<file path="src/hw/trace_pkg.sv">
// trace sniffer shared definitions
// sizes, register map, APB transfer structs, match rule config
// and the capture FIFO word with its match/data record views
`default_nettype none

package trace_pkg;

   localparam int nibble_w    = 4;
   localparam int buf_nibbles = 8;
   localparam int buf_w       = nibble_w * buf_nibbles;
   localparam int num_rules   = 4;
   localparam int rule_idx_w  = 2;
   localparam int fifo_depth  = 32;
   localparam int fifo_addr_w = 5;
   localparam int time_w      = 11;
   localparam int wait_w      = 13;
   localparam int cnt_w       = 16;
   localparam int apb_addr_w  = 8;
   localparam int apb_data_w  = 32;

   // register offsets, byte addressed
   localparam logic [apb_addr_w-1:0] reg_ctrl         = 8'h00;
   localparam logic [apb_addr_w-1:0] reg_status       = 8'h04;  // read only
   localparam logic [apb_addr_w-1:0] reg_pattern_base = 8'h10;  // stride 8 per rule
   localparam logic [apb_addr_w-1:0] reg_mask_base    = 8'h14;
   localparam logic [apb_addr_w-1:0] reg_capture_len  = 8'h30;
   localparam logic [apb_addr_w-1:0] reg_trig_delay   = 8'h34;
   localparam logic [apb_addr_w-1:0] reg_trig_width   = 8'h38;
   localparam logic [apb_addr_w-1:0] reg_fifo_data    = 8'h3C;  // read pops

   typedef struct packed {
      logic                  psel;
      logic                  penable;
      logic                  pwrite;
      logic [apb_addr_w-1:0] paddr;
      logic [apb_data_w-1:0] pwdata;
   } apb_req_t;

   typedef struct packed {
      logic [apb_data_w-1:0] prdata;
      logic                  pready;
      logic                  pslverr;
   } apb_rsp_t;

   typedef struct packed {
      logic [buf_w-1:0] pattern;
      logic [buf_w-1:0] mask;     // 1 = bit must match
      logic             enable;
   } rule_cfg_t;

   // kind bit on top in both views
   typedef struct packed {
      logic                  kind;         // 1
      logic [rule_idx_w-1:0] rule;
      logic [wait_w-1:0]     wait_cycles;  // arm to match, saturating
   } match_rec_t;

   typedef struct packed {
      logic                kind;    // 0
      logic [nibble_w-1:0] nibble;
      logic [time_w-1:0]   stamp;   // cycles since match, wraps
   } data_rec_t;

   typedef union packed {
      match_rec_t match;
      data_rec_t  data;
   } capture_entry_u;

endpackage

`default_nettype wire

</file>
<file path="src/hw/trace_ctrl.sv">
// trace sniffer control block
// APB register file, idle/armed/capture FSM and the record builder
// that feeds the capture FIFO
`timescale 1ns/1ps
`default_nettype none

module trace_ctrl
   import trace_pkg::*;
(
   input  logic                      trace_clk,
   input  logic                      reset,
   input  apb_req_t                  apb_req,
   output apb_rsp_t                  apb_rsp,
   input  logic [nibble_w-1:0]       trace_data,
   input  logic                      trace_valid,
   input  logic                      hit,
   input  logic [rule_idx_w-1:0]     hit_rule,
   output rule_cfg_t [num_rules-1:0] rules,
   output logic                      buf_clear,
   output logic                      trig_start,
   output logic [cnt_w-1:0]          trig_delay,
   output logic [cnt_w-1:0]          trig_width,
   output logic                      push,
   output capture_entry_u            push_entry,
   output logic                      pop,
   input  capture_entry_u            pop_entry,
   input  logic                      full,
   input  logic                      empty,
   input  logic [fifo_addr_w:0]      count,
   output logic                      armed,
   output logic                      capturing
);

   typedef enum logic [1:0] {st_idle, st_armed, st_capture} state_t;

   state_t                state;
   logic [cnt_w-1:0]      capture_len;
   logic [cnt_w-1:0]      left_cnt;     // data records still to take
   logic [wait_w-1:0]     wait_cnt;
   logic [time_w-1:0]     time_cnt;
   logic                  overflow;
   logic                  access;
   logic                  mapped;
   logic                  wr_en;
   logic                  rd_en;
   logic                  arm_wr;
   logic                  is_rule;
   logic                  is_mask;
   logic                  take_match;
   logic [apb_addr_w-1:0] rule_off;
   logic [rule_idx_w-1:0] rule_sel;

   // pattern/mask window decode
   assign rule_off = apb_req.paddr - reg_pattern_base;
   assign rule_sel = rule_off[3 +: rule_idx_w];
   assign is_mask  = rule_off[2];
   assign is_rule  = (apb_req.paddr >= reg_pattern_base) && (apb_req.paddr < reg_capture_len)
                     && (apb_req.paddr[1:0] == 2'b00);
   assign mapped   = is_rule || (apb_req.paddr inside {reg_ctrl, reg_status, reg_capture_len,
                                                       reg_trig_delay, reg_trig_width,
                                                       reg_fifo_data});

   assign access = apb_req.psel & apb_req.penable;
   assign wr_en  = access & apb_req.pwrite & mapped;
   assign rd_en  = access & ~apb_req.pwrite & mapped;
   assign arm_wr = wr_en && (apb_req.paddr == reg_ctrl) && apb_req.pwdata[0];
   assign pop    = rd_en && (apb_req.paddr == reg_fifo_data) && !empty;

   assign armed      = (state == st_armed);
   assign capturing  = (state == st_capture);
   assign take_match = armed && hit;
   assign trig_start = take_match;
   assign buf_clear  = arm_wr;     // fresh eight nibbles needed after arming
   assign push       = take_match || (capturing && trace_valid);

   always_ff @(posedge trace_clk) begin
      if (reset) begin
         rules       <= '0;
         capture_len <= '0;
         trig_delay  <= '0;
         trig_width  <= '0;
      end else if (wr_en) begin
         if (is_rule) begin
            if (is_mask)
               rules[rule_sel].mask <= apb_req.pwdata;
            else
               rules[rule_sel].pattern <= apb_req.pwdata;
         end
         case (apb_req.paddr)
            reg_ctrl: begin
               for (int i = 0; i < num_rules; i++)
                  rules[i].enable <= apb_req.pwdata[4+i];
            end
            reg_capture_len: capture_len <= apb_req.pwdata[cnt_w-1:0];
            reg_trig_delay:  trig_delay  <= apb_req.pwdata[cnt_w-1:0];
            reg_trig_width:  trig_width  <= apb_req.pwdata[cnt_w-1:0];
            default: ;
         endcase
      end
   end

   always_ff @(posedge trace_clk) begin
      if (reset) begin
         state    <= st_idle;
         overflow <= 1'b0;
         wait_cnt <= '0;
         time_cnt <= '0;
         left_cnt <= '0;
      end else begin
         if (push && full)
            overflow <= 1'b1;                      // dropped record
         if (arm_wr) begin
            state    <= st_armed;
            overflow <= 1'b0;
            wait_cnt <= '0;
         end else begin
            case (state)
               st_armed: begin
                  if (hit) begin
                     time_cnt <= time_w'(1);
                     left_cnt <= capture_len;
                     state    <= (capture_len == '0) ? st_idle : st_capture;
                  end else if (wait_cnt != '1) begin
                     wait_cnt <= wait_cnt + 1'b1;  // saturates
                  end
               end
               st_capture: begin
                  time_cnt <= time_cnt + 1'b1;
                  if (trace_valid) begin
                     left_cnt <= left_cnt - 1'b1;
                     if (left_cnt == cnt_w'(1))
                        state <= st_idle;
                  end
               end
               default: ;
            endcase
         end
      end
   end

   // record builder, match view in the match cycle, data view afterwards
   always_comb begin
      push_entry = '0;
      if (capturing) begin
         push_entry.data.kind   = 1'b0;
         push_entry.data.nibble = trace_data;
         push_entry.data.stamp  = time_cnt;
      end else begin
         push_entry.match.kind        = 1'b1;
         push_entry.match.rule        = hit_rule;
         push_entry.match.wait_cycles = wait_cnt;
      end
   end

   always_comb begin
      apb_rsp.pready  = 1'b1;                      // zero wait states
      apb_rsp.pslverr = access & ~mapped;
      apb_rsp.prdata  = '0;
      if (rd_en) begin
         if (is_rule)
            apb_rsp.prdata = is_mask ? rules[rule_sel].mask : rules[rule_sel].pattern;
         case (apb_req.paddr)
            reg_ctrl: begin
               apb_rsp.prdata[0] = armed;
               for (int i = 0; i < num_rules; i++)
                  apb_rsp.prdata[4+i] = rules[i].enable;
            end
            reg_status: begin
               apb_rsp.prdata[3:0]               = {overflow, empty, capturing, armed};
               apb_rsp.prdata[8 +: fifo_addr_w+1] = count;
            end
            reg_capture_len: apb_rsp.prdata[cnt_w-1:0] = capture_len;
            reg_trig_delay:  apb_rsp.prdata[cnt_w-1:0] = trig_delay;
            reg_trig_width:  apb_rsp.prdata[cnt_w-1:0] = trig_width;
            reg_fifo_data: begin
               if (!empty)
                  apb_rsp.prdata[$bits(capture_entry_u)-1:0] = pop_entry;
            end
            default: ;
         endcase
      end
   end

endmodule

`default_nettype wire

</file>
<file path="src/hw/trace_matcher.sv">
// trace pattern matcher
// keeps the last eight trace nibbles and checks them against four
// masked patterns, lowest enabled rule wins
`timescale 1ns/1ps
`default_nettype none

module trace_matcher
   import trace_pkg::*;
(
   input  logic                      trace_clk,
   input  logic                      reset,
   input  logic [nibble_w-1:0]       trace_data,
   input  logic                      trace_valid,
   input  logic                      buf_clear,
   input  rule_cfg_t [num_rules-1:0] rules,
   output logic                      hit,
   output logic [rule_idx_w-1:0]     hit_rule
);

   logic [buf_w-1:0]              shift_buf;
   logic [$clog2(buf_nibbles):0]  fill;        // nibbles since last clear
   logic                          buf_full;
   logic [num_rules-1:0]          rule_hit;
   logic [rule_idx_w-1:0]         first_rule;

   assign buf_full = (fill == $bits(fill)'(buf_nibbles));

   // newest nibble enters at the bottom
   always_ff @(posedge trace_clk) begin
      if (trace_valid)
         shift_buf <= {shift_buf[buf_w-nibble_w-1:0], trace_data};
   end

   always_comb begin
      for (int i = 0; i < num_rules; i++)
         rule_hit[i] = rules[i].enable
                       && (((shift_buf ^ rules[i].pattern) & rules[i].mask) == '0);
   end

   // walk down so the lowest index is left standing
   always_comb begin
      first_rule = '0;
      for (int i = num_rules - 1; i >= 0; i--) begin
         if (rule_hit[i])
            first_rule = rule_idx_w'(i);
      end
   end

   always_ff @(posedge trace_clk) begin
      if (reset || buf_clear) begin
         fill     <= '0;
         hit      <= 1'b0;
         hit_rule <= '0;
      end else begin
         if (trace_valid && !buf_full)
            fill <= fill + 1'b1;
         hit      <= buf_full && (|rule_hit);  // registered, one cycle behind buffer
         hit_rule <= first_rule;
      end
   end

endmodule

`default_nettype wire

</file>
<file path="src/hw/trigger_pulse.sv">
// trigger pulse shaper
// waits trig_delay cycles after a start, then drives trig_out high
// for trig_width cycles; starts during a running pulse are dropped
`timescale 1ns/1ps
`default_nettype none

module trigger_pulse
   import trace_pkg::*;
(
   input  logic             trace_clk,
   input  logic             reset,
   input  logic             trig_start,
   input  logic [cnt_w-1:0] trig_delay,
   input  logic [cnt_w-1:0] trig_width,
   output logic             trig_out
);

   logic             delaying;
   logic [cnt_w-1:0] cnt;      // shared by delay and width phase

   always_ff @(posedge trace_clk) begin
      if (reset) begin
         delaying <= 1'b0;
         trig_out <= 1'b0;
         cnt      <= '0;
      end else if (trig_out) begin
         // width phase
         if (cnt == cnt_w'(1))
            trig_out <= 1'b0;
         cnt <= cnt - 1'b1;
      end else if (delaying) begin
         if (cnt == cnt_w'(1)) begin
            delaying <= 1'b0;
            trig_out <= (trig_width != '0);
            cnt      <= trig_width;
         end else begin
            cnt <= cnt - 1'b1;
         end
      end else if (trig_start) begin
         if (trig_delay == '0) begin
            trig_out <= (trig_width != '0);   // zero width never fires
            cnt      <= trig_width;
         end else begin
            delaying <= 1'b1;
            cnt      <= trig_delay;
         end
      end
   end

endmodule

`default_nettype wire

</file>
<file path="src/hw/capture_fifo.sv">
// capture FIFO
// circular buffer of capture entries, head is presented combinationally,
// pushes while full are dropped
`timescale 1ns/1ps
`default_nettype none

module capture_fifo
   import trace_pkg::*;
(
   input  logic                 trace_clk,
   input  logic                 reset,
   input  logic                 push,
   input  capture_entry_u       push_entry,
   input  logic                 pop,
   output capture_entry_u       pop_entry,
   output logic                 full,
   output logic                 empty,
   output logic [fifo_addr_w:0] count
);

   capture_entry_u         mem [fifo_depth];
   logic [fifo_addr_w-1:0] wr_ptr;
   logic [fifo_addr_w-1:0] rd_ptr;
   logic                   do_push;
   logic                   do_pop;

   assign full      = (count == (fifo_addr_w+1)'(fifo_depth));
   assign empty     = (count == '0);
   assign do_push   = push && !full;
   assign do_pop    = pop && !empty;
   assign pop_entry = mem[rd_ptr];

   always_ff @(posedge trace_clk) begin
      if (do_push)
         mem[wr_ptr] <= push_entry;
   end

   always_ff @(posedge trace_clk) begin
      if (reset) begin
         wr_ptr <= '0;
         rd_ptr <= '0;
         count  <= '0;
      end else begin
         if (do_push)
            wr_ptr <= wr_ptr + 1'b1;   // wraps at depth
         if (do_pop)
            rd_ptr <= rd_ptr + 1'b1;
         case ({do_push, do_pop})
            2'b10:   count <= count + 1'b1;
            2'b01:   count <= count - 1'b1;
            default: ;                 // both or neither
         endcase
      end
   end

endmodule

`default_nettype wire

</file>
<file path="src/hw/trace_top.sv">
// trace sniffer top level
// control block with matcher, trigger shaper and capture FIFO
`timescale 1ns/1ps
`default_nettype none

module trace_top
   import trace_pkg::*;
(
   input  logic                trace_clk,
   input  logic                reset,
   input  logic [nibble_w-1:0] trace_data,
   input  logic                trace_valid,
   input  apb_req_t            apb_req,
   output apb_rsp_t            apb_rsp,
   output logic                trig_out,
   output logic                armed,
   output logic                capturing
);

   rule_cfg_t [num_rules-1:0] rules;
   logic                      buf_clear;
   logic                      hit;
   logic [rule_idx_w-1:0]     hit_rule;
   logic                      trig_start;
   logic [cnt_w-1:0]          trig_delay;
   logic [cnt_w-1:0]          trig_width;
   logic                      push;
   logic                      pop;
   capture_entry_u            push_entry;
   capture_entry_u            pop_entry;
   logic                      full;
   logic                      empty;
   logic [fifo_addr_w:0]      count;

   trace_ctrl u_ctrl (
      .trace_clk   (trace_clk),
      .reset       (reset),
      .apb_req     (apb_req),
      .apb_rsp     (apb_rsp),
      .trace_data  (trace_data),
      .trace_valid (trace_valid),
      .hit         (hit),
      .hit_rule    (hit_rule),
      .rules       (rules),
      .buf_clear   (buf_clear),
      .trig_start  (trig_start),
      .trig_delay  (trig_delay),
      .trig_width  (trig_width),
      .push        (push),
      .push_entry  (push_entry),
      .pop         (pop),
      .pop_entry   (pop_entry),
      .full        (full),
      .empty       (empty),
      .count       (count),
      .armed       (armed),
      .capturing   (capturing)
   );

   trace_matcher u_matcher (
      .trace_clk   (trace_clk),
      .reset       (reset),
      .trace_data  (trace_data),
      .trace_valid (trace_valid),
      .buf_clear   (buf_clear),
      .rules       (rules),
      .hit         (hit),
      .hit_rule    (hit_rule)
   );

   trigger_pulse u_trigger (
      .trace_clk   (trace_clk),
      .reset       (reset),
      .trig_start  (trig_start),
      .trig_delay  (trig_delay),
      .trig_width  (trig_width),
      .trig_out    (trig_out)
   );

   capture_fifo u_fifo (
      .trace_clk   (trace_clk),
      .reset       (reset),
      .push        (push),
      .push_entry  (push_entry),
      .pop         (pop),
      .pop_entry   (pop_entry),
      .full        (full),
      .empty       (empty),
      .count       (count)
   );

endmodule

`default_nettype wire

</file>
<file path="config.mk">
export PLATFORM = sky130hd
export DESIGN_NAME = trace_top
export DESIGN_NICKNAME = d
export VERILOG_FILES = /design/src/hw/trace_pkg.sv /design/src/hw/trace_ctrl.sv /design/src/hw/trace_matcher.sv /design/src/hw/trigger_pulse.sv /design/src/hw/capture_fifo.sv /design/src/hw/trace_top.sv
export SDC_FILE = /design/constraint.sdc
export NUM_CORES = 2
export LEC_CHECK = 0
export BUFFER_PORTS_ARGS = -buffer_cell sky130_fd_sc_hd__buf_2
export CAP_MARGIN = 20
export CORE_MARGIN = 3
export CORE_UTILIZATION = 46
export CTS_CLUSTER_SIZE = 28
export DETAILED_ROUTE_END_ITERATION = 10
export GPL_TIMING_DRIVEN = 0
export PLACE_DENSITY = 0.6
export SYNTH_ARGS = -nofsm -noshare
export SYNTH_HDL_FRONTEND = slang
export SYNTH_SLANG_ARGS = --single-unit
</file>
<file path="constraint.sdc">
create_clock -name trace_clk -period 5.35 [get_ports trace_clk]
set_clock_uncertainty 0.1 [all_clocks]
set_input_delay 1.605 -clock trace_clk [delete_from_list [all_inputs] [get_ports trace_clk]]
set_output_delay 1.605 -clock trace_clk [all_outputs]
set_load 0.05 [all_outputs]
</file>
==> impl_metrics.toml <==
[pwr]
p_leak_nw = 15.9
vdd_drop_max_mv = 0.269
total_power_w = 0.0150
powerDensity_mw_per_mm2 = 313

[clocking]
cts_max_path_buffers = 3
numCtsBuffers = 101
insertion_delay_ns = 0.71
clk_pin_slew_ns = 0.06
cts_tree = "built"
holdBufCountCts = 0
clock_sinks = 941
cts_max_level = 3
cts_root_buf = "clkbuf_16"

[worst_setup_path]
crit_path_start_kind = "input port"
critical_path.cell_chain = "buf_8 > and4bb_4 > nand2_2 > or3_4 > buf_12 > a2111oi_4 > buf_2 > nor3_2 > nor2_2 > buf_6"
critPathSlowestCell = "or3_4"
max_stage_delay_ns = 0.38
required_ns = 3.65
crit_buf_inv = 4
crit_fanout = 5
cp-startpoint = "apb_req[39]"
critPathKind = "in2out"
critPathArrivalTime_ns = 3.67
rr_startpoint = "u_ctrl.state[0]"
endpoint_kind = "output port"
critPathTopFamily = "simple AND/OR/NAND/NOR gates"

[synth]
syn-num-nets = 3541
netlist_area_mm2 = 0.0411
yosysMostFrequentCell = "nand2_1"
synth_top_area_share_pct = 39.7
synthArstFlopShare_pct = 0
ys_top_cells_by_area = "edfxtp_1 40%, dfxtp_1 19%, mux4_2 9.9%"
synthTopCellsByCount = "698 x nand2_1, 544 x edfxtp_1, 397 x dfxtp_1"
synth_edf_count = 544
synth_top_flop_cell = "edfxtp_1"
ys_types = 74
synth_top_area_cell = "edfxtp_1"
yosysSeqAreaShare_pct = 59.0
postSynthAreaPerCell_um2 = 11.8
synthCells = 3474
ys_warn_count = 0
synth_seq_cells = 941

[route]
ant_nets = 0
routed_via_density = 6.12
routedWlPerCell_um = 28.6
drt-initial-drc-count = 3978
drt_pass1_iterations = 7
wirelength_um = 141000
drc = 0
vias = 30231

[global_routing]
busiest_layer = "met2"
met1_usage_pct = 41.5
grt_pass1_wl_um = 204000
grt_util_met2_pct = 46.4
first_global_vias = 28637
grt_overflow_total = 0
antenna_found_initial = 3
use_met3_pct = 6.02
grt_max_degree = 36
grt_usage_pct = 30.1

[timing]
finalCritPeriodShare_pct = 100
fin_ws_ns = -0.0212
slew_headroom_pct = 22.0
tightest_slew_ns = 1.17
rsz0062_at_grt = "yes"
layout_min_cycle_time_ns = 5.37
hold_violations = 0
drv_slew = 0
fmax_mhz = 186
setup_tns_ns = -0.0276
setup_violations = 2

[cells_and_area]
final_nets = 3753
fill_cells = 7554
multi_input_area_mm2 = 0.0162
seq_area_mm2 = 0.0243
area_growth_pct = 16.3
fin_cells = 4939
drive_above_1_share_pct = 18.7

[min_path]
min_from = "u_ctrl.rules[222]"
hold_class = "reg2reg"

[floorplanning]
die_w_um = 305
rows = 109
dieArea_mm2 = 0.0930
pin_count = 87
core_area_mm2 = 0.0885
die_h_um = 305
start_util_pct = 46.5

[run]
maxCapViolCount = 0

[place]
gp_congestion = 1.01
dp_cells = 4744
post-dp-hpwl_um = 101000
port_buffers = 64

[run_status]
violations = "setup timing"
status = "finished with violations"
final cells by class:
class                      instances  share of cell area (%)
inverter                          19                   0.149
sequential                       941                    50.7
clock inverter                    43                   0.790
tap                             1165                    3.05
multi-input combinational       2260                    33.9
timing repair buffer             113                    2.45
antenna                            1                 0.00523
buffer                           250                    2.84
clock buffer                     147                    6.04
flip-flops by register name (all words and copies together) (netlist names), 4 cells and up, named ones only:
| name | cells |
|---|---|
| u_ctrl.capture_len | 16 |
| u_ctrl.left_cnt | 16 |
| u_ctrl.rules | 260 |
| u_ctrl.time_cnt | 11 |
| u_ctrl.trig_delay | 16 |
| u_ctrl.trig_width | 16 |
| u_ctrl.wait_cnt | 13 |
| u_fifo.count | 6 |
| u_fifo.mem | 512 |
| u_fifo.rd_ptr | 5 |
| u_fifo.wr_ptr | 5 |
| u_matcher.fill | 4 |
| u_matcher.shift_buf | 32 |
| u_trigger.cnt | 16 |
metal layers:
metal  part of all wire [%]  wire length, µm
met1                     40            57200
met4                    5.2             7360
met3                    9.5            13400
met5                  0.018               26
met2                     45            63500
power breakdown:
part | total (W) | switching, W | internal [W]
registers | 0.00764 | 0.0000390 | 0.00760
logic | 0.000409 | 0.000309 | 0.000100
clock network | 0.00692 | 0.00297 | 0.00395
total | 0.0150 | 0.00332 | 0.0117
kinds of logic after synthesis:
logic type | count (synthesis) | synth area share, %
xor+xnor | 176 | 3.75
fa+ha+maj | 17 | 0.517
mux | 294 | 12.7
buf+inv | 273 | 2.80
simple gates | 1101 | 11.5
other cells | 1 | 0.00912
compound gates | 671 | 9.69
flops | 941 | 59.0
cells in the final DEF (no fill, tap or decap), drive strengths merged, types with 26 or more instances in the layout:
| master | netlist | layout |
|---|---|---|
| nand2 | 698 | 698 |
| dfxtp | 397 | 397 |
| a21oi | 381 | 381 |
| mux4 | 181 | 181 |
| nand4 | 26 | 26 |
| clkbuf | 165 | 311 |
| edfxtp | 544 | 544 |
| nand3 | 56 | 56 |
| buf | 89 | 198 |
| mux2i | 93 | 93 |
| nor2 | 173 | 173 |
| clkinv | 1 | 34 |
| a22oi | 71 | 71 |
| o21ai | 79 | 79 |
| xor2 | 159 | 159 |
| nor3 | 28 | 28 |
metrics by stage:
step	worst slack [ns]	area (µm²)	hold slack [ns]	util, %
final	-0.0212	47900	0.368	54.1
after global routing	-0.0154	47900	0.393	54.1
after CTS	-0.0466	47600	0.365	53.7
after detailed placement	-1.31	43800	0.357	49.4
after global placement	-1.45	43000	0.348	48.6
after floorplan	0.0113	41200	0.336	-
worst paths after layout:
check	endpoint	slack, ns	depth (start not counted)
max	apb_rsp[9]	-0.02	10
min	u_ctrl.rules[222]	0.37	2
max reg2reg	u_fifo.count[4]	1.02	17
min reg2reg	u_ctrl.rules[222]	0.37	2
worst min-delay path, delay by kind of cell (launching register included):
kind	cells	cell delay, ns
AND/OR/NAND/NOR	1	0.05
flip-flops	1	0.32
AO/OA/AOI/OAI	1	0.05
repair_timing:
item                                   CTS  global route
endpoints found under the hold margin    0             0
setup buffers                            3             4
setup endpoints to repair               33            26
gates cloned                             0             1
gates resized for setup                181            77
pin swaps                               12            12
No activity file was read; power rests on OpenSTA's default activity.
